## config.mk

```make
export PLATFORM = sky130hd
export DESIGN_NAME = dma_burst_engine
export DESIGN_NICKNAME = d
export VERILOG_FILES = /design/src/hw/mc_mem_edge_pkg.sv /design/src/hw/dma_burst_engine.sv
export SDC_FILE = /design/constraint.sdc
export NUM_CORES = 1
export LEC_CHECK = 0
export ABC_AREA = 0
export BUFFER_PORTS_ARGS = -buffer_cell sky130_fd_sc_hd__buf_2
export CORE_MARGIN = 2
export CORE_UTILIZATION = 25
export DETAILED_ROUTE_END_ITERATION = 8
export GPL_TIMING_DRIVEN = 0
export PLACE_DENSITY = 0.64
export SYNTH_ARGS = -nofsm -noshare
export SYNTH_HDL_FRONTEND = slang
export SYNTH_SLANG_ARGS = --single-unit
```

## constraint.sdc

```tcl
create_clock -name clk_i -period 2.95 [get_ports clk_i]
set_input_delay 0.7375 -clock clk_i [delete_from_list [all_inputs] [get_ports clk_i]]
set_output_delay 0.7375 -clock clk_i [all_outputs]
set_load 0.01 [all_outputs]
```

## src/hw/mc_mem_edge_pkg.sv

```systemverilog
package mc_mem_edge_pkg;

  // data path
  localparam int DATA_W = 32;
  localparam int ADDR_W = 30;

  // source coordinate, vcache index sits just above the ruche bit
  localparam int CORD_W      = 8;
  localparam int RUCHE_SEL_W = 1;
  localparam int NUM_VC      = 4;
  localparam int VC_SEL_W    = $clog2(NUM_VC);

  // block geometry
  localparam int BURST_LEN = 4;
  localparam int BEAT_W    = $clog2(BURST_LEN);

  // backing store, one slice per vcache
  localparam int SLICE_WORDS = 64;
  localparam int SLICE_W     = $clog2(SLICE_WORDS);
  localparam int MEM_WORDS   = NUM_VC * SLICE_WORDS;
  localparam int MEM_AW      = VC_SEL_W + SLICE_W;

  // release flops after cfg done
  localparam int RESET_DEPTH = 3;

  // incoming vcache dma packet
  typedef struct packed {
    logic              write_not_read;
    logic [ADDR_W-1:0] addr;
  } dma_pkt_t;

  // remapped block start word, intake to engine
  typedef struct packed {
    logic              write;
    logic [MEM_AW-1:0] base;
  } burst_cmd_t;

  // one store access
  typedef struct packed {
    logic              we;
    logic [MEM_AW-1:0] addr;
    logic [DATA_W-1:0] wdata;
  } mem_req_t;

endpackage

```

## src/hw/dma_burst_engine.sv

```systemverilog
`timescale 1ns/1ps

module dma_burst_engine (
  input  logic                                 clk_i
  , input  logic                               rst_n_i
  , input  logic                               edge_rst_i

  , input  mc_mem_edge_pkg::burst_cmd_t        cmd_i
  , input  logic                               cmd_v_i
  , output logic                               cmd_take_o

  , input  logic [mc_mem_edge_pkg::DATA_W-1:0] wdata_i
  , input  logic                               wdata_v_i
  , output logic                               wdata_ready_o

  , output logic [mc_mem_edge_pkg::DATA_W-1:0] rdata_o
  , output logic                               rdata_v_o
  , input  logic                               rdata_yumi_i

  , output mc_mem_edge_pkg::mem_req_t          mem_req_o
  , output logic                               mem_req_v_o
  , input  logic [mc_mem_edge_pkg::DATA_W-1:0] mem_rdata_i
);

  typedef enum logic [1:0] {
    ST_IDLE,
    ST_WRITE,
    ST_READ
  } state_e;

  state_e                               state_q;
  logic [mc_mem_edge_pkg::BEAT_W-1:0]   beat_q;
  logic [mc_mem_edge_pkg::BEAT_W-1:0]   rd_beat;
  logic [mc_mem_edge_pkg::MEM_AW-1:0]   base_q;
  logic                                 rdata_v_q;
  logic                                 last_beat;
  logic                                 wr_fire;
  logic                                 rd_yumi;
  logic                                 rd_issue;

  assign last_beat = (beat_q == mc_mem_edge_pkg::BEAT_W'(mc_mem_edge_pkg::BURST_LEN - 1));

  assign cmd_take_o    = (state_q == ST_IDLE) & cmd_v_i & ~edge_rst_i;
  assign wdata_ready_o = (state_q == ST_WRITE);
  assign wr_fire       = wdata_ready_o & wdata_v_i;
  assign rd_yumi       = rdata_v_q & rdata_yumi_i;

  // first read on entry, then the next one in each yumi cycle
  assign rd_issue = (state_q == ST_READ) & (~rdata_v_q | (rd_yumi & ~last_beat));
  assign rd_beat  = rdata_v_q ? beat_q + 1'b1 : beat_q;

  always_comb begin
    mem_req_o.wdata = wdata_i;
    if (state_q == ST_WRITE) begin
      mem_req_o.we   = 1'b1;
      mem_req_o.addr = base_q + mc_mem_edge_pkg::MEM_AW'(beat_q);
    end else begin
      mem_req_o.we   = 1'b0;
      mem_req_o.addr = base_q + mc_mem_edge_pkg::MEM_AW'(rd_beat);
    end
  end

  assign mem_req_v_o = wr_fire | rd_issue;

  always_ff @(posedge clk_i or negedge rst_n_i) begin
    if (!rst_n_i) begin
      state_q   <= ST_IDLE;
      beat_q    <= '0;
      rdata_v_q <= 1'b0;
    end else if (edge_rst_i) begin
      state_q   <= ST_IDLE;
      beat_q    <= '0;
      rdata_v_q <= 1'b0;
    end else begin
      case (state_q)
        ST_IDLE: begin
          if (cmd_take_o) begin
            state_q <= cmd_i.write ? ST_WRITE : ST_READ;
            beat_q  <= '0;
          end
        end
        ST_WRITE: begin
          if (wr_fire) begin
            beat_q <= last_beat ? '0 : beat_q + 1'b1;
            if (last_beat) begin
              state_q <= ST_IDLE;
            end
          end
        end
        ST_READ: begin
          // store data shows up one cycle after the issue
          if (rd_issue) begin
            rdata_v_q <= 1'b1;
          end else if (rd_yumi) begin
            rdata_v_q <= 1'b0;
          end
          if (rd_yumi) begin
            beat_q <= last_beat ? '0 : beat_q + 1'b1;
            if (last_beat) begin
              state_q <= ST_IDLE;
            end
          end
        end
        default: begin
          state_q <= ST_IDLE;
        end
      endcase
    end
  end

  always_ff @(posedge clk_i) begin
    if (cmd_take_o) begin
      base_q <= cmd_i.base;
    end
  end

  // store read register only moves on a new read, so it holds while stalled
  assign rdata_o   = mem_rdata_i;
  assign rdata_v_o = rdata_v_q;

endmodule

```

==> out/results.ini, run 1 <==
[outcome]
status=complete, but fails checks
failed_checks=setup timing

[sta]
fin_crit_ps=3010
fmax_ghz=0.3322
worst_slack_ps=-60.09
period_share_pct=102.0
relSlewSlack_pct=74.09
rsz0062_at_grt=yes
final.setup_skew_ps=7.424
drv_slew=0
setup_violations=3
finalHoldViolCount=0
tightest_slew_ps=385.7
whs_ps=301.6

[synthesis]
yosysUniqueCellTypes=31
yosysTopAreaCellShare_pct=38.01
async_flop_share_pct=38.46
synth_area_leader_cell=buf_4
syn-instance-count=132
synth_area_leaders=buf_4, edfxtp_1, dfrtp_1
synth-seq-cells=13
ys.flop_type=edfxtp_1
syn_area_um2=1284
ys_seq_area_share_pct=28.46
syn-num-nets=218
synth.avg_cell_area_um2=9.725
synth-edff-count=8
yosysWarnings=0

[floorplanning]
dieArea_um2=5724
rows=26
fp.dieW_um=75.66
core_um2=5042
io-pin-count=156
die_height_um=75.66
start_util_pct=25.46

[finish]
syn2layout_area_growth_pct=51.75
drive_gt1_share_pct=78.79
antennaDiodeCount=0
final_cell_mix=buf_2, buf_4, edfxtp_1, dfrtp_1
layout.nets=318
final_util_pct=38.64
finalInstanceArea_um2=1948
layout.cells.most_common=buf_2

[flow_run]
maxCapViolations=0

[pwr]
p_leak_nw=1.073
vdd_ir_drop_max_mv=0.4230
total_power_mw=1.033
power_density_nw_per_um2=530.3

[placement]
gp_congestion=0.7537
portBuffers=91
hpwl_um=2732
postPlaceCellArea_um2=1827
dp_slack_ps=-43.22

[detailed_routing]
vias=1156
wl_per_cell_um=10.08
drtIter0Drc=12
wl_um=3035
drc=0
viasPerCell=3.841
postRouteAntennaNets=0
dr.pass1.iters=2

[global_routing]
grt_max_degree=10
grt_pass1_wl_um=3919
grt-ovfl-total=0
grt_pass1_vias=943
groute.usage.overall_pct=8.807
antenna_found_initial=0

[cts]
cts_max_level=1
cts_tree=built
cts_buffer_depth=2
clk_pin_slew_worst_paths_ps=60
cts_buffers=3
clock_latency_ps=240
clockRootBuffer=clkbuf_8
clkSinkCount=13
ctsHoldBuffers=0

[setup_path]
end_kind=output port
required_ps=2210
critical_path_class=reg -> out
cp_max_fo=3
worst_setup_path_start_kind=flip-flop
r2r_setup_slack_ps=1080
arrival_ps=2270

[hold_path]
hp-class=in -> async

[worst paths after layout]
kind,from,end,cells after the start
max in group asynchronous,rst_n_i,beat_q[1],1
worst min-delay path,rst_n_i,state_q[0],1
worst min register to register,beat_q[1],beat_q[1],1
worst max register to register,state_q[1],beat_q[1],8
worst max-delay path,state_q[1],mem_req_o[38],10
min in group clk_i,beat_q[1],beat_q[1],1
[flip-flops by register name, summed over array words and instances (netlist names)]
name / cells
base_q: 8
beat_q: 2
rdata_v_o: 1
state_q: 2
[layer usage]
metal | share of wire [%] | GRT usage [%] | vias up
met3 | 9.2 | 0.9259 | 4
met5 | 0 | 0 | -
li1 | - | - | 561
met4 | 0.76 | 2.339 | 0
met1 | 31 | 8.597 | 518
met2 | 59 | 18.94 | 73
[synth_stat cells (2+ instances only)]
master / count
buf_4: 65
edfxtp_1: 8
inv_1: 7
ha_1: 6
dfrtp_1: 5
nor2_1: 4
xor2_1: 4
nand2_1: 3
xnor2_1: 3
and3b_2: 2
mux2_4: 2
mux2i_1: 2
nand4_1: 2
nor3b_1: 2
[area by class of cell]
class | count | area (µm²)
fill | 510 | 3094
timing repair buffer | 95 | 491.7
multi-input combinational | 47 | 444.2
buffer | 65 | 488.0
tap | 70 | 87.58
sequential | 13 | 365.4
clock buffer | 4 | 45.04
inverter | 7 | 26.28
[worst max-delay path: stages, from the launching register on]
cell     delay, ps
dfrtp_1        390
inv_2           80
ha_4           120
and2b_2        230
xor2_1         170
ha_2           220
inv_2           40
fa_2           370
nor2_2         130
xor2_1         130
buf_2          140
[report_power, final]
group,switching (mW),internal [mW],total (mW),leakage [nW]
registers,0.0338,0.236,0.270,0.141
logic,0.272,0.335,0.607,0.908
clock network,0.0612,0.0951,0.156,0.0228
[stage by stage]
step,setup TNS [ps],cells
6_report,-128.2,301
2_1_floorplan,0,132
3_5_place_dp,-84.93,293
3_3_place_gp,-59.99,293
5_1_grt,-821.4,301
4_1_cts,-362.6,299
[cell families after synthesis]
group | Yosys count | synth area share (%)
xor gates and xnor gates | 7 | 4.776
muxes | 5 | 4.776
AOI/OAI and AO/OA | 5 | 3.022
adders and majority gates | 7 | 7.407
DFF | 13 | 28.46
buffers and inverters | 72 | 40.06
and+or+nand+nor | 23 | 11.50
[what timing repair did]
action                                  CTS  global route
endpoints found under the setup margin    7             7
gates resized for setup                   8             5
cloned                                    0             0
setup buffers                             2             2
pin swaps                                 6             9
Power figures use the tool's default switching activity.
==> inputs of run 2 (changes only) <==
--- a/config.mk
+++ b/config.mk
@@ -11,7 +11,7 @@
 export CORE_UTILIZATION = 25
 export DETAILED_ROUTE_END_ITERATION = 8
 export GPL_TIMING_DRIVEN = 0
-export PLACE_DENSITY = 0.64
+export PLACE_DENSITY = 0.67
 export SYNTH_ARGS = -nofsm -noshare
 export SYNTH_HDL_FRONTEND = slang
 export SYNTH_SLANG_ARGS = --single-unit
==> constraint.sdc (replaced) <==
create_clock -name clk_i -period 2.6 [get_ports clk_i]
set_input_delay 0.65 -clock clk_i [delete_from_list [all_inputs] [get_ports clk_i]]
set_output_delay 0.65 -clock clk_i [all_outputs]
set_load 0.01 [all_outputs]
==> out/results.ini, run 2 (synthesis gave the netlist of run 1 again) <==
[sta]
tightest_slew_ps=398.3  ; was 385.7 ps
rsz0062_at_grt=yes  ; unchanged
period_share_pct=113.3
setup_violations=7  ; was 3
relSlewSlack_pct=73.24  ; was 74.09%
fmax_ghz=0.3393
worst_slack_ps=-346.8  ; was -60.09 ps
finalHoldViolCount=0  ; unchanged
fin_crit_ps=2947
drv_slew=0  ; unchanged
final.setup_skew_ps=8.016  ; was 7.424 ps

[cts]
cts_max_level=1  ; unchanged
cts_tree=built  ; unchanged
clock_latency_ps=250  ; was 240 ps
cts_buffers=3  ; unchanged
clkSinkCount=13  ; unchanged
clk_pin_slew_worst_paths_ps=60  ; about the same
clockRootBuffer=clkbuf_8  ; unchanged
cts_buffer_depth=2  ; unchanged

[hold_path]
hp-class=in -> async  ; unchanged

[flow_run]
maxCapViolations=0  ; unchanged

[floorplanning]
core_um2=5042  ; unchanged
io-pin-count=156  ; unchanged
start_util_pct=25.46  ; unchanged
dieArea_um2=5724  ; unchanged
rows=26  ; unchanged
die_height_um=75.66  ; unchanged
fp.dieW_um=75.66  ; unchanged

[setup_path]
worst_setup_path_start_kind=flip-flop  ; unchanged
r2r_setup_slack_ps=710  ; was 1080 ps
r2r_cells=7  ; was 8
required_ps=1950  ; was 2210 ps
critical_path_class=reg -> out  ; unchanged
end_kind=output port  ; unchanged
cp_max_fo=3  ; unchanged
arrival_ps=2300  ; was 2270 ps

[global_routing]
grt_busiest_layer=met2  ; unchanged
groute.usage.overall_pct=9.462  ; was 8.807%
antenna_found_initial=0  ; unchanged
grt_max_degree=10  ; unchanged
grt_pass1_wl_um=4064  ; was 3919 µm
gr-usage-met1_pct=9.319  ; was 8.597%
grt_pass1_vias=890  ; was 943
grtUsageMet3_pct=2.116  ; was 0.9259%
grt-ovfl-total=0  ; unchanged
met2_usage_pct=19.03  ; was 18.94%

[detailed_routing]
viasPerCell=3.809  ; was 3.841
drc=0  ; unchanged
wl_um=3306  ; was 3035 µm
dr.pass1.iters=2  ; unchanged
vias=1154  ; was 1156
postRouteAntennaNets=0  ; unchanged
drtIter0Drc=23  ; was 12
wl_per_cell_um=10.91  ; was 10.08 µm

[finish]
final_util_pct=38.93  ; was 38.64%
reg_top3=base_q (8), beat_q (2), state_q (2)  ; unchanged
regArea_um2=365.4  ; unchanged
largest_register_ffs=8  ; unchanged
fillCellCount=512  ; was 510
multi_input_area_um2=444.2  ; unchanged
final_cell_mix=buf_2, buf_4, edfxtp_1, dfrtp_1  ; unchanged
regMostFlops=base_q  ; unchanged
layout.nets=320  ; was 318
antennaDiodeCount=0  ; unchanged
syn2layout_area_growth_pct=52.92  ; was 51.75%
layout.cells.most_common=buf_2  ; unchanged
drive_gt1_share_pct=78.97  ; was 78.79%

[outcome]
status=complete, but fails checks  ; unchanged
failed_checks=setup timing  ; unchanged

[pwr]
pwr-share-comb_pct=59.7  ; was 58.8%
total_power_mw=1.208  ; was 1.033 mW
power_switching_mw=0.4336  ; was 0.3667 mW
switching_share_pct=35.89  ; was 35.50%
p_int_mw=0.7746  ; was 0.6663 mW
seqPwrFrac_pct=25.3  ; was 26.1%
p_leak_nw=1.084  ; was 1.073 nW
vdd_ir_drop_max_mv=0.4576  ; was 0.4230 mV
pwr-share-clk_pct=14.9  ; was 15.1%
power_density_nw_per_um2=615.4  ; was 530.3 nW/µm²

[placement]
portBuffers=91  ; unchanged
gp_congestion=0.7373  ; was 0.7537
hpwl_um=2844  ; was 2732 µm

==> run 2: cell types whose count changed in the layout (fill, tap and decap cells not counted) <==
cell | previous run | this run
buf_4 | 69 | 71
==> run 2: repair_timing <==
item,in CTS,in global routing
pin swaps,6,6
gates resized for setup,7,3
hold buffers,0,0
setup endpoints to repair,7,7
buffers inserted,3,3
==> run 2: worst paths after layout <==
path,startpoint,end
max,state_q[0],mem_req_o[36]
min in group clk_i,beat_q[1],beat_q[1]
max in group asynchronous,rst_n_i,beat_q[0]
min,rst_n_i,state_q[0]
min reg2reg,beat_q[1],beat_q[1]
max reg2reg,state_q[0],beat_q[1]
==> run 2: final cells by class <==
type | instances | area share (%)
timing repair buffer | 97 | 25.81
buffer | 65 | 24.86
multi-input combinational | 47 | 22.63
sequential | 13 | 18.61
tap | 70 | 4.461
clock buffer | 4 | 2.294
inverter | 7 | 1.338
==> run 2: critical path, stage by stage, from the launching register on <==
cell and delay [ps]:
dfrtp_1 410, ha_4 170, and2b_2 230, xor2_1 190
ha_2 220, inv_2 40, fa_2 390, nor2_2 100
xor2_1 140, buf_2 150
==> run 2: metal layers <==
layer  routed length [µm]  vias to the layer above
met1                  995                      509
met4                   30                        0
li1                     -                      567
met2                 1923                       73
met3                  357                        5
met5                    0                        -
==> run 2: power by group through the flow <==
| stage | Sequential, mW | Clock (mW) | Combinational [mW] |
|---|---|---|---|
| finish | 0.306 | 0.180 | 0.722 |
| global route | 0.312 | 0.198 | 0.799 |
| CTS | 0.303 | 0.182 | 0.691 |
| detailed placement | 0.306 | 0 | 0.627 |
| global placement | 0.306 | 0 | 0.622 |
| floorplan | 0.303 | 0 | 0.443 |
==> run 2: metrics by stage <==
stage / hold slack, ps / cells / instance area (µm²) / worst slack [ps] / TNS (ps)
final: 212.8 / 303 / 1963 / -346.8 / -1994
after global routing: 218.7 / 303 / 1963 / -466.0 / -2729
after CTS: 216.0 / 300 / 1923 / -342.5 / -2021
after detailed placement: 474.9 / 293 / 1839 / -150.3 / -509.7
after global placement: 473.7 / 293 / 1839 / -164.1 / -567.4
after floorplan: 354.4 / 132 / 1296 / 17.71 / 0
