<file path="config.mk">
export PLATFORM = sky130hd
export DESIGN_NAME = dma_req_intake
export DESIGN_NICKNAME = d
export VERILOG_FILES = /design/src/hw/mc_mem_edge_pkg.sv /design/src/hw/dma_req_intake.sv
export SDC_FILE = /design/constraint.sdc
export NUM_CORES = 1
export LEC_CHECK = 0
export ABC_AREA = 1
export BUFFER_PORTS_ARGS = -buffer_cell sky130_fd_sc_hd__clkbuf_2
export CORE_MARGIN = 2
export CORE_UTILIZATION = 24
export DETAILED_ROUTE_END_ITERATION = 12
export MAX_ROUTING_LAYER = met4
export PLACE_DENSITY = 0.78
export SYNTH_ARGS = -nofsm -noshare
export SYNTH_HDL_FRONTEND = slang
export SYNTH_SLANG_ARGS = --single-unit
</file>
<file path="constraint.sdc">
create_clock -name clk_i -period 0.95 [get_ports clk_i]
set_input_delay 0.0475 -clock clk_i [delete_from_list [all_inputs] [get_ports clk_i]]
set_output_delay 0.0475 -clock clk_i [all_outputs]
set_load 0.005 [all_outputs]
</file>
<file path="src/hw/mc_mem_edge_pkg.sv">
package mc_mem_edge_pkg;

  // data path
  localparam int DATA_W = 32;
  localparam int ADDR_W = 30;

  // source coordinate, vcache index sits just above the ruche bit
  localparam int CORD_W      = 8;
  localparam int RUCHE_SEL_W = 1;
  localparam int NUM_VC      = 4;
  localparam int VC_SEL_W    = $clog2(NUM_VC);

  // block geometry
  localparam int BURST_LEN = 4;
  localparam int BEAT_W    = $clog2(BURST_LEN);

  // backing store, one slice per vcache
  localparam int SLICE_WORDS = 64;
  localparam int SLICE_W     = $clog2(SLICE_WORDS);
  localparam int MEM_WORDS   = NUM_VC * SLICE_WORDS;
  localparam int MEM_AW      = VC_SEL_W + SLICE_W;

  // release flops after cfg done
  localparam int RESET_DEPTH = 3;

  // incoming vcache dma packet
  typedef struct packed {
    logic              write_not_read;
    logic [ADDR_W-1:0] addr;
  } dma_pkt_t;

  // remapped block start word, intake to engine
  typedef struct packed {
    logic              write;
    logic [MEM_AW-1:0] base;
  } burst_cmd_t;

  // one store access
  typedef struct packed {
    logic              we;
    logic [MEM_AW-1:0] addr;
    logic [DATA_W-1:0] wdata;
  } mem_req_t;

endpackage

</file>
<file path="src/hw/dma_req_intake.sv">
`timescale 1ns/1ps

module dma_req_intake (
  input  logic                               clk_i
  , input  logic                             rst_n_i
  , input  logic                             cfg_done_i

  , input  mc_mem_edge_pkg::dma_pkt_t        pkt_i
  , input  logic                             pkt_v_i
  , input  logic [mc_mem_edge_pkg::CORD_W-1:0] src_cord_i
  , output logic                             pkt_yumi_o

  , output mc_mem_edge_pkg::burst_cmd_t      cmd_o
  , output logic                             cmd_v_o
  , input  logic                             cmd_take_i

  , output logic                             edge_rst_o
);

  logic [mc_mem_edge_pkg::RESET_DEPTH-1:0] rst_chain_q;
  logic [mc_mem_edge_pkg::VC_SEL_W-1:0]    vc_sel;
  logic [mc_mem_edge_pkg::SLICE_W-1:0]     word_idx;
  logic [mc_mem_edge_pkg::MEM_AW-1:0]      block_start;
  mc_mem_edge_pkg::burst_cmd_t             cmd_q;
  logic                                    cmd_v_q;

  // edge held in reset until cfg done has walked through the chain
  always_ff @(posedge clk_i or negedge rst_n_i) begin
    if (!rst_n_i) begin
      rst_chain_q <= '1;
    end else begin
      rst_chain_q <= {rst_chain_q[mc_mem_edge_pkg::RESET_DEPTH-2:0], ~cfg_done_i};
    end
  end

  assign edge_rst_o = rst_chain_q[mc_mem_edge_pkg::RESET_DEPTH-1];

  // slice select from coordinate, word index from byte address
  assign vc_sel   = src_cord_i[mc_mem_edge_pkg::RUCHE_SEL_W +: mc_mem_edge_pkg::VC_SEL_W];
  assign word_idx = pkt_i.addr[2 +: mc_mem_edge_pkg::SLICE_W];

  // align down to the first beat of the block
  assign block_start = {vc_sel,
                        word_idx[mc_mem_edge_pkg::SLICE_W-1:mc_mem_edge_pkg::BEAT_W],
                        {mc_mem_edge_pkg::BEAT_W{1'b0}}};

  // one command slot, accept only when it is empty
  assign pkt_yumi_o = pkt_v_i & ~cmd_v_q & ~edge_rst_o;

  always_ff @(posedge clk_i or negedge rst_n_i) begin
    if (!rst_n_i) begin
      cmd_v_q <= 1'b0;
    end else if (edge_rst_o) begin
      cmd_v_q <= 1'b0;
    end else if (pkt_yumi_o) begin
      cmd_v_q <= 1'b1;
    end else if (cmd_take_i) begin
      cmd_v_q <= 1'b0;
    end
  end

  always_ff @(posedge clk_i) begin
    if (pkt_yumi_o) begin
      cmd_q.write <= pkt_i.write_not_read;
      cmd_q.base  <= block_start;
    end
  end

  assign cmd_o   = cmd_q;
  assign cmd_v_o = cmd_v_q;

endmodule

</file>
==> flow_summary.yaml, run 1 <==
outcome:
  status: "finished with violations"
  failed_checks: "negative setup slack"
critical_path:
  crit_required_ns: 0.90
  critPathKind: "reg -> out"
  cp_top_family: "flip-flops"
  worstPathArrival_ns: 1.05
  cp-end-kind: "output port"
  worstPathMaxFanout: 3
  critPathSlowestCell: "dfstp_2"
  slowest_delay_ns: 0.54
  reg2reg_from: "rst_chain_q[2]"
  worst-path-buf-inv: 2
  r2r_cells: 4
  r2r_end: "cmd_o[5]"
  reg2reg_slack_ns: -0.12
  worstSetupStartpointType: "flip-flop"
  cp_cell_sequence: "nor2_2 -> nand2_2 -> inv_4 -> clkbuf_2"
power:
  ir_drop_v: 0.00103
  pwr_density_cell_nw_per_um2: 1510
  finalPower_uw: 964
  leakagePower_nw: 0.307
die:
  dieArea_sq_um: 1820
  start_util_pct: 26.6
  die_h_microns: 42.7
  core_area_sq_um: 1350
  rows: 13
  dieWidth_microns: 42.7
  ios: 56
detailed_routing:
  post_drt_wl_per_cell_microns: 8.80
  post-route-drc-count: 0
  first_pass_iters: 3
  via_count: 288
  routed_wl_microns: 651
  vias_per_cell: 3.89
  ant_nets: 0
  drt_iter0_drc: 1
global_routing:
  track_usage_pct: 8.39
  grt_max_degree: 7
  grt_pass1_vias: 263
  grt_pass1_wl_microns: 1030
  grt_overflow_total: 0
  antenna_found_initial: 0
clock_network:
  cts_made_buffers: 3
  clk_pin_slew_ns: 0.06
  clk_latency_ns: 0.26
  cts_sinks: 11
  cts_tree: "done"
  ctsLongestPathBuffers: 2
  h-tree-depth: 1
  root_buffer: "clkbuf_4"
yosys:
  ys_ff_latch: 11
  synth-async-reset-ratio_pct: 36.4
  ys_warn_count: 0
  synth_common_cells: "edfxtp_1 (7), dfstp_2 (3), nand2_1 (3)"
  synth_seq_area_share_pct: 87.5
  yosys.area.top_type: "edfxtp_1"
  syn_inst: 21
  synth_edf_count: 7
  synth.distinct_cells: 8
  avgSynthCellArea_sq_um: 17.1
  synth.cell_area_sq_um: 359
  yosys-top-cells-area: "edfxtp_1 (59%), dfstp_2 (22%), dfrtp_1 (7.0%)"
  synth_top_area_share_pct: 58.5
  yosysMostFrequentCell: "edfxtp_1"
  ys.flop_type: "edfxtp_1"
finish:
  areaGrowthSynthToFinish_pct: 77.4
  diodes: 0
  drive_above_1_share_pct: 59.3
  final_cells: 74
  nets: 104
min_path:
  whs_path_depth: 4
  worstHoldStart: "cmd_take_i"
  min_to: "cmd_v_o"
  hold_path.class: "in -> reg"
placed_design:
  gp_congestion: 0.730
  dp_cells: 58
  portBuffers: 21
timing:
  worst_slack_ns: -0.151
  skew_ns: 0.00362
  drv_slew: 0
  rsz0062_at_grt: "true"
  period_needed_ns: 1.10
  fin_tns_setup_ns: -1.14
  finalCritPeriodShare_pct: 116
  clock.fmax_mhz: 908
  hold_viol_final: 0
  holdWs_ns: 0.0447
  setup-violations-final: 10
run:
  maxCapViolCount: 0
==> metrics by stage <==
| step | util (%) | setup slack, ns | cell area [sq um] |
|---|---|---|---|
| floorplan | - | -0.0226 | 363 |
| global placement | 36.1 | -0.0265 | 487 |
| detailed placement | 36.1 | -0.0809 | 487 |
| CTS | 46.3 | -0.177 | 626 |
| global route | 47.2 | -0.232 | 637 |
| finish | 47.2 | -0.151 | 637 |
==> cells by family after synthesis <==
kind of cell | share of synthesized area, %
buffers and inverters | 6.27
flip-flops | 87.5
AND/OR/NAND/NOR | 5.23
other | 1.04
==> placed cells by master (no fill, tap or decap), drive strengths merged <==
cell,instances
inv,2
conb,2
dfrtp,1
clkbuf,25
buf,5
nor2,2
dlygate4sd3,9
dfstp,3
nand2,3
edfxtp,7
==> how the worst max path moves through the flow <==
stage          cells past startpoint    endpoint            from  slack (ns)
6_report                           4  pkt_yumi_o  rst_chain_q[2]       -0.15
5_1_grt                            4  pkt_yumi_o  rst_chain_q[2]       -0.23
4_1_cts                            4  pkt_yumi_o  rst_chain_q[2]       -0.18
3_5_place_dp                       3    cmd_o[3]         cmd_v_o       -0.08
3_3_place_gp                       3    cmd_o[8]         cmd_v_o       -0.03
2_1_floorplan                      3    cmd_o[2]  rst_chain_q[2]       -0.02
==> worst min-delay path: stages <==
cell and delay [ns]:
clkbuf_2 0.08, nor2_1 0.03, nand2_1 0.05, nand2_1 0.06
==> per-layer routing <==
metal  global-route usage (%)  routed length [microns]  up-vias
li1                         -                        -      140
met1                     7.26                      211      132
met2                     13.3                      379       16
met3                     6.38                       60        0
met4                     3.75                        0        0
met5                        -                        0        -
==> timing repair <==
item                       in CTS  in global routing
hold endpoints to repair       12                  0
pin swaps                       2                  1
setup buffers                   2                  1
setup endpoints to repair       9                 10
resized for setup               3                  1
hold buffers                    9                  0
==> power by group <==
| group | switching, mW | leakage (nW) | total [mW] | internal [mW] |
|---|---|---|---|---|
| logic | 0.0436 | 0.183 | 0.120 | 0.0761 |
| registers | 0.00809 | 0.110 | 0.550 | 0.542 |
| clock network | 0.133 | 0.0150 | 0.294 | 0.162 |
| total | 0.184 | 0.307 | 0.964 | 0.779 |
==> registers in the layout, indices dropped and copies added, names as in the netlist <==
register / flops
rst_chain_q: 3
cmd_v_o: 1
cmd_o: 7
==> area by class of cell <==
class / count / area [sq um]
Clock buffer: 4 / 26.3
Inverter: 2 / 10.0
Fill cell: 133 / 713
Sequential cell: 11 / 314
Tap cell: 15 / 18.8
Timing Repair Buffer: 35 / 236
Multi-Input combinational cell: 7 / 31.3
(Power assumes the default switching activity.)
==> run 2, diff against run 1 <==
Settings changed: PLACE_DENSITY 0.78 to default, PLACE_DENSITY_LB_ADDON from default to 0.1.
==> flow_summary.yaml, run 2 (synthesis gave the netlist of run 1 again) <==
outcome:
  status: "finished with violations"
  failed_checks: "negative setup slack"
timing:
  holdWs_ns: 0.0400
  clock.fmax_mhz: 910
  worst_slack_ns: -0.148
  drv_slew: 0
  rsz0062_at_grt: "true"
  period_needed_ns: 1.10
  fin_tns_setup_ns: -1.28
  setup-violations-final: 11
  finalCritPeriodShare_pct: 116
  hold_viol_final: 0
  skew_ns: 0.00368
detailed_routing:
  vias_per_cell: 3.84
  drt_iter0_drc: 5
  post-route-drc-count: 0
  first_pass_iters: 2
  post_drt_wl_per_cell_microns: 9.68
  routed_wl_microns: 726
  via_count: 288
  ant_nets: 0
clock_network:
  ctsLongestPathBuffers: 2
  cts_made_buffers: 3
  h-tree-depth: 1
  root_buffer: "clkbuf_4"
  clk_pin_slew_ns: 0.06
  clk_latency_ns: 0.26
  cts_tree: "done"
  cts_sinks: 11
global_routing:
  grt_pass1_vias: 282
  antenna_found_initial: 0
  track_usage_pct: 8.85
  grt_pass1_wl_microns: 1070
  grt_max_degree: 8
  grt_overflow_total: 0
critical_path:
  worstPathMaxFanout: 2
  slowest_delay_ns: 0.54
  cp_cell_sequence: "nor2_2 -> nand2_2 -> inv_2 -> clkbuf_2"
  critPathSlowestCell: "dfstp_2"
  crit_required_ns: 0.90
  cp_top_family: "flip-flops"
  worst-path-buf-inv: 2
  cp-end-kind: "output port"
  worstSetupStartpointType: "flip-flop"
  critPathKind: "reg -> out"
  worstPathArrival_ns: 1.05
finish:
  drive_above_1_share_pct: 61.7
  largest_reg_flops: 7
  final_cells: 75
  fillers: 124
  areaGrowthSynthToFinish_pct: 79.4
  nets: 105
  utilization_pct: 47.7
  final_common_cell: "clkbuf_2"
  register_area_sq_um: 314
  final_cell_mix: "clkbuf_2 (21), dlygate4sd3_1 (9), edfxtp_1 (7)"
  diodes: 0
  multi_input_area_sq_um: 33.8
power:
  pwr_density_cell_nw_per_um2: 1520
  ir_drop_v: 0.00118
  leakagePower_nw: 0.312
placed_design:
  dp_cells: 59
  dpl_worst_slack_ns: -0.0381
  dp_hpwl_microns: 514
  portBuffers: 21
  gp_congestion: 0.658
die:
  ios: 56
  start_util_pct: 26.6
  dieArea_sq_um: 1820
  rows: 13
  die_h_microns: 42.7
  core_area_sq_um: 1350
  dieWidth_microns: 42.7
run:
  maxCapViolCount: 0
min_path:
  hold_path.class: "in -> reg"
-- run 2: per-stage QoR --
step / area, sq um / total power, mW
CTS: 632 / 0.982
finish: 644 / 0.977
floorplan: 363 / 0.582
global placement: 494 / 0.631
detailed placement: 494 / 0.635
global route: 644 / 1.03
-- run 2: area by class of cell --
| type | instances | share of cell area [%] |
|---|---|---|
| Multi-Input combinational cell | 7 | 5.24 |
| Tap cell | 15 | 2.91 |
| Sequential cell | 11 | 48.7 |
| Timing Repair Buffer | 36 | 37.9 |
| Inverter | 2 | 1.17 |
| Clock buffer | 4 | 4.08 |
-- run 2: worst paths after layout --
path	start	endpoint	depth (start not counted)	slack, ns
max	rst_chain_q[2]	pkt_yumi_o	4	-0.15
min	cmd_take_i	cmd_v_o	4	0.04
max reg2reg	rst_chain_q[2]	cmd_o[2]	4	-0.13
min reg2reg	rst_chain_q[1]	rst_chain_q[2]	0	0.36
max in group asynchronous	rst_n_i	rst_chain_q[2]	2	0.63
min in group asynchronous	rst_n_i	cmd_v_o	2	0.12
-- run 2: worst reg2reg max path, delay by kind of cell, from the launching register on --
family | cells | cell delay (ns)
buffers and inverters | 2 | 0.19
DFF | 1 | 0.54
and+or+nand+nor | 2 | 0.11
-- run 2: report_power, final --
| part | leakage (nW) | total (mW) | switching [mW] | internal (mW) |
|---|---|---|---|---|
| Clock | 0.0150 | 0.304 | 0.142 | 0.162 |
| Sequential | 0.110 | 0.549 | 0.00805 | 0.541 |
| Combinational | 0.187 | 0.124 | 0.0454 | 0.0786 |
| Total | 0.312 | 0.977 | 0.195 | 0.782 |
-- run 2: repair_timing --
item	in CTS	in global routing
gates resized for setup	2	2
setup buffers	2	1
cloned	0	0
hold endpoints to repair	12	0
pin swaps	0	2
endpoints found under the setup margin	9	11
hold buffers	9	0
-- run 2: layer usage --
| metal | part of all wire [%] | wire [microns] | up-vias | track usage [%] |
|---|---|---|---|---|
| li1 | - | - | 143 | - |
| met1 | 37 | 270 | 128 | 7.01 |
| met2 | 51 | 370 | 15 | 13.6 |
| met3 | 10 | 76 | 2 | 7.23 |
| met4 | 1.1 | 8 | 0 | 5.63 |
| met5 | 0 | 0 | - | - |
==> run 3, diff against run 2 <==
Settings changed: ABC_AREA 1 to default.
==> flow_summary.yaml, run 3 <==
outcome:
  status: "finished with violations"
  failed_checks: "negative setup slack"
critical_path:
  worstPathArrival_ns: 1.02
  crit_start: "cmd_v_o"
  critPathKind: "reg -> out"
  worstSetupStartpointType: "flip-flop"
  worstPathMaxFanout: 3
  crit_required_ns: 0.90
  reg2reg_from: "cmd_v_o"
  cp-end-kind: "output port"
yosys:
  yosys.area.top_type: "edfxtp_1"
  synth.cell_area_sq_um: 363
  ys.flop_type: "edfxtp_1"
  ys_ff_latch: 11
  yosys-top-cells-area: "edfxtp_1 (58%), dfstp_2 (22%), dfrtp_1 (6.9%)"
  synth-async-reset-ratio_pct: 36.4
  avgSynthCellArea_sq_um: 19.1
  synth.distinct_cells: 10
  synth_seq_area_share_pct: 86.6
  synth_common_cells: "edfxtp_1 (7), dfstp_2 (3), buf_4 (2)"
  ys_warn_count: 0
  synth_top_area_share_pct: 57.9
  syn_inst: 19
  yosysMostFrequentCell: "edfxtp_1"
  synth_edf_count: 7
power:
  pwr_density_cell_nw_per_um2: 1510
  switchingPower_uw: 192
  clkPwrFrac_pct: 30.9
  seqPwrFrac_pct: 56.5
  leakagePower_nw: 0.296
  p_int_uw: 782
  switching_share_pct: 19.7
  finalPower_uw: 973
  ir_drop_v: 0.000673
  p_comb_share_pct: 12.6
detailed_routing:
  routed_wl_microns: 720
  via_count: 270
  post-route-drc-count: 0
  drt_iter0_drc: 4
  ant_nets: 0
  post_drt_wl_per_cell_microns: 10.0
  first_pass_iters: 2
  vias_per_cell: 3.75
die:
  rows: 14
  core_area_sq_um: 1450
  dieArea_sq_um: 1840
  start_util_pct: 25.0
  die_h_microns: 42.9
  dieWidth_microns: 42.9
  ios: 56
min_path:
  worstHoldStart: "cmd_take_i"
  hold_path.class: "in -> reg"
placed_design:
  dp_hpwl_microns: 529
  portBuffers: 21
  dpl_worst_slack_ns: -0.109
  placed_cell_area_sq_um: 507
  gp_congestion: 0.689
finish:
  fillers: 155
  final_common_cell: "clkbuf_2"
  utilization_pct: 44.3
  design_area_sq_um: 644
  final_cell_mix: "clkbuf_2 (20), dlygate4sd3_1 (9), edfxtp_1 (7)"
  largest_reg_flops: 7
  diodes: 0
  drive_above_1_share_pct: 60.7
  nets: 101
  areaGrowthSynthToFinish_pct: 77.6
global_routing:
  grt_pass1_vias: 285
  grt_overflow_total: 0
  track_usage_pct: 9.14
  grt_max_degree: 7
  antenna_found_initial: 0
  grt_pass1_wl_microns: 1140
timing:
  clock.fmax_mhz: 934
  period_needed_ns: 1.07
  finalCritPeriodShare_pct: 113
  skew_ns: 0.00216
  drv_slew: 0
  rsz0062_at_grt: "true"
  worst_slack_ns: -0.121
  hold_viol_final: 0
  setup-violations-final: 9
clock_network:
  h-tree-depth: 1
  clk_pin_slew_ns: 0.07
  root_buffer: "clkbuf_4"
  cts_tree: "done"
  cts_made_buffers: 3
  cts_sinks: 11
  clk_latency_ns: 0.26
  ctsLongestPathBuffers: 2
run:
  maxCapViolCount: 0
==> run 3: what timing repair did <==
| action | CTS | global route |
|---|---|---|
| hold buffers | 9 | 0 |
| endpoints found under the setup margin | 9 | 10 |
| resized for setup | 0 | 1 |
| hold endpoints to repair | 12 | 0 |
| pin swaps | 1 | 0 |
| setup buffers | 2 | 1 |
==> run 3: kinds of logic after synthesis <==
group,count (synthesis),synth area share (%)
compound gates,1,2.41
buf+inv,3,5.17
flops,11,86.6
other cells,1,1.03
simple gates,3,4.83
==> run 3: final cells by class <==
class | count | area, sq um | area share, %
clock buffers | 4 | 26.3 | 4.08
well taps | 16 | 20.0 | 3.11
multi-input cells | 6 | 48.8 | 7.57
repair buffers | 34 | 231 | 35.9
flip-flops and latches | 11 | 314 | 48.7
inverters | 1 | 3.75 | 0.583
==> run 3: path summary, 6_finish.rpt <==
kind	end	depth (start not counted)	slack, ns
max in group asynchronous	rst_chain_q[1]	2	0.63
worst max-delay path	pkt_yumi_o	3	-0.12
worst max register to register	cmd_o[2]	3	-0.12
worst min register to register	rst_chain_q[2]	0	0.36
worst min-delay path	cmd_v_o	3	0.05
min in group asynchronous	cmd_v_o	2	0.11
==> run 3: critical path, stage by stage (launching register included) <==
cell	delay, ns
dfrtp_1	0.38
nand2b_4	0.15
nor2_4	0.11
clkbuf_2	0.12
==> run 3: routing by layer <==
metal,GRT usage [%],vias up,share of wire [%]
li1,-,134,-
met1,7.86,123,36
met2,15.5,13,55
met3,5.96,0,9.2
met4,3.75,0,0
met5,-,-,0
==> run 3: power groups by stage <==
stage / Combinational (mW) / Sequential, mW / Clock (mW)
2_1_floorplan: 0.0292 / 0.562 / 0
3_3_place_gp: 0.0803 / 0.559 / 0
3_5_place_dp: 0.0831 / 0.560 / 0
4_1_cts: 0.120 / 0.550 / 0.323
5_1_grt: 0.133 / 0.552 / 0.348
6_report: 0.123 / 0.550 / 0.301
==> run 3: per-stage QoR <==
| step | TNS [ns] | instances | hold slack [ns] |
|---|---|---|---|
| floorplan | -0.684 | 20 | -0.248 |
| global placement | -0.515 | 57 | -0.146 |
| detailed placement | -0.762 | 57 | -0.143 |
| CTS | -0.909 | 72 | 0.0405 |
| global route | -1.33 | 72 | 0.0490 |
| finish | -0.946 | 72 | 0.0495 |
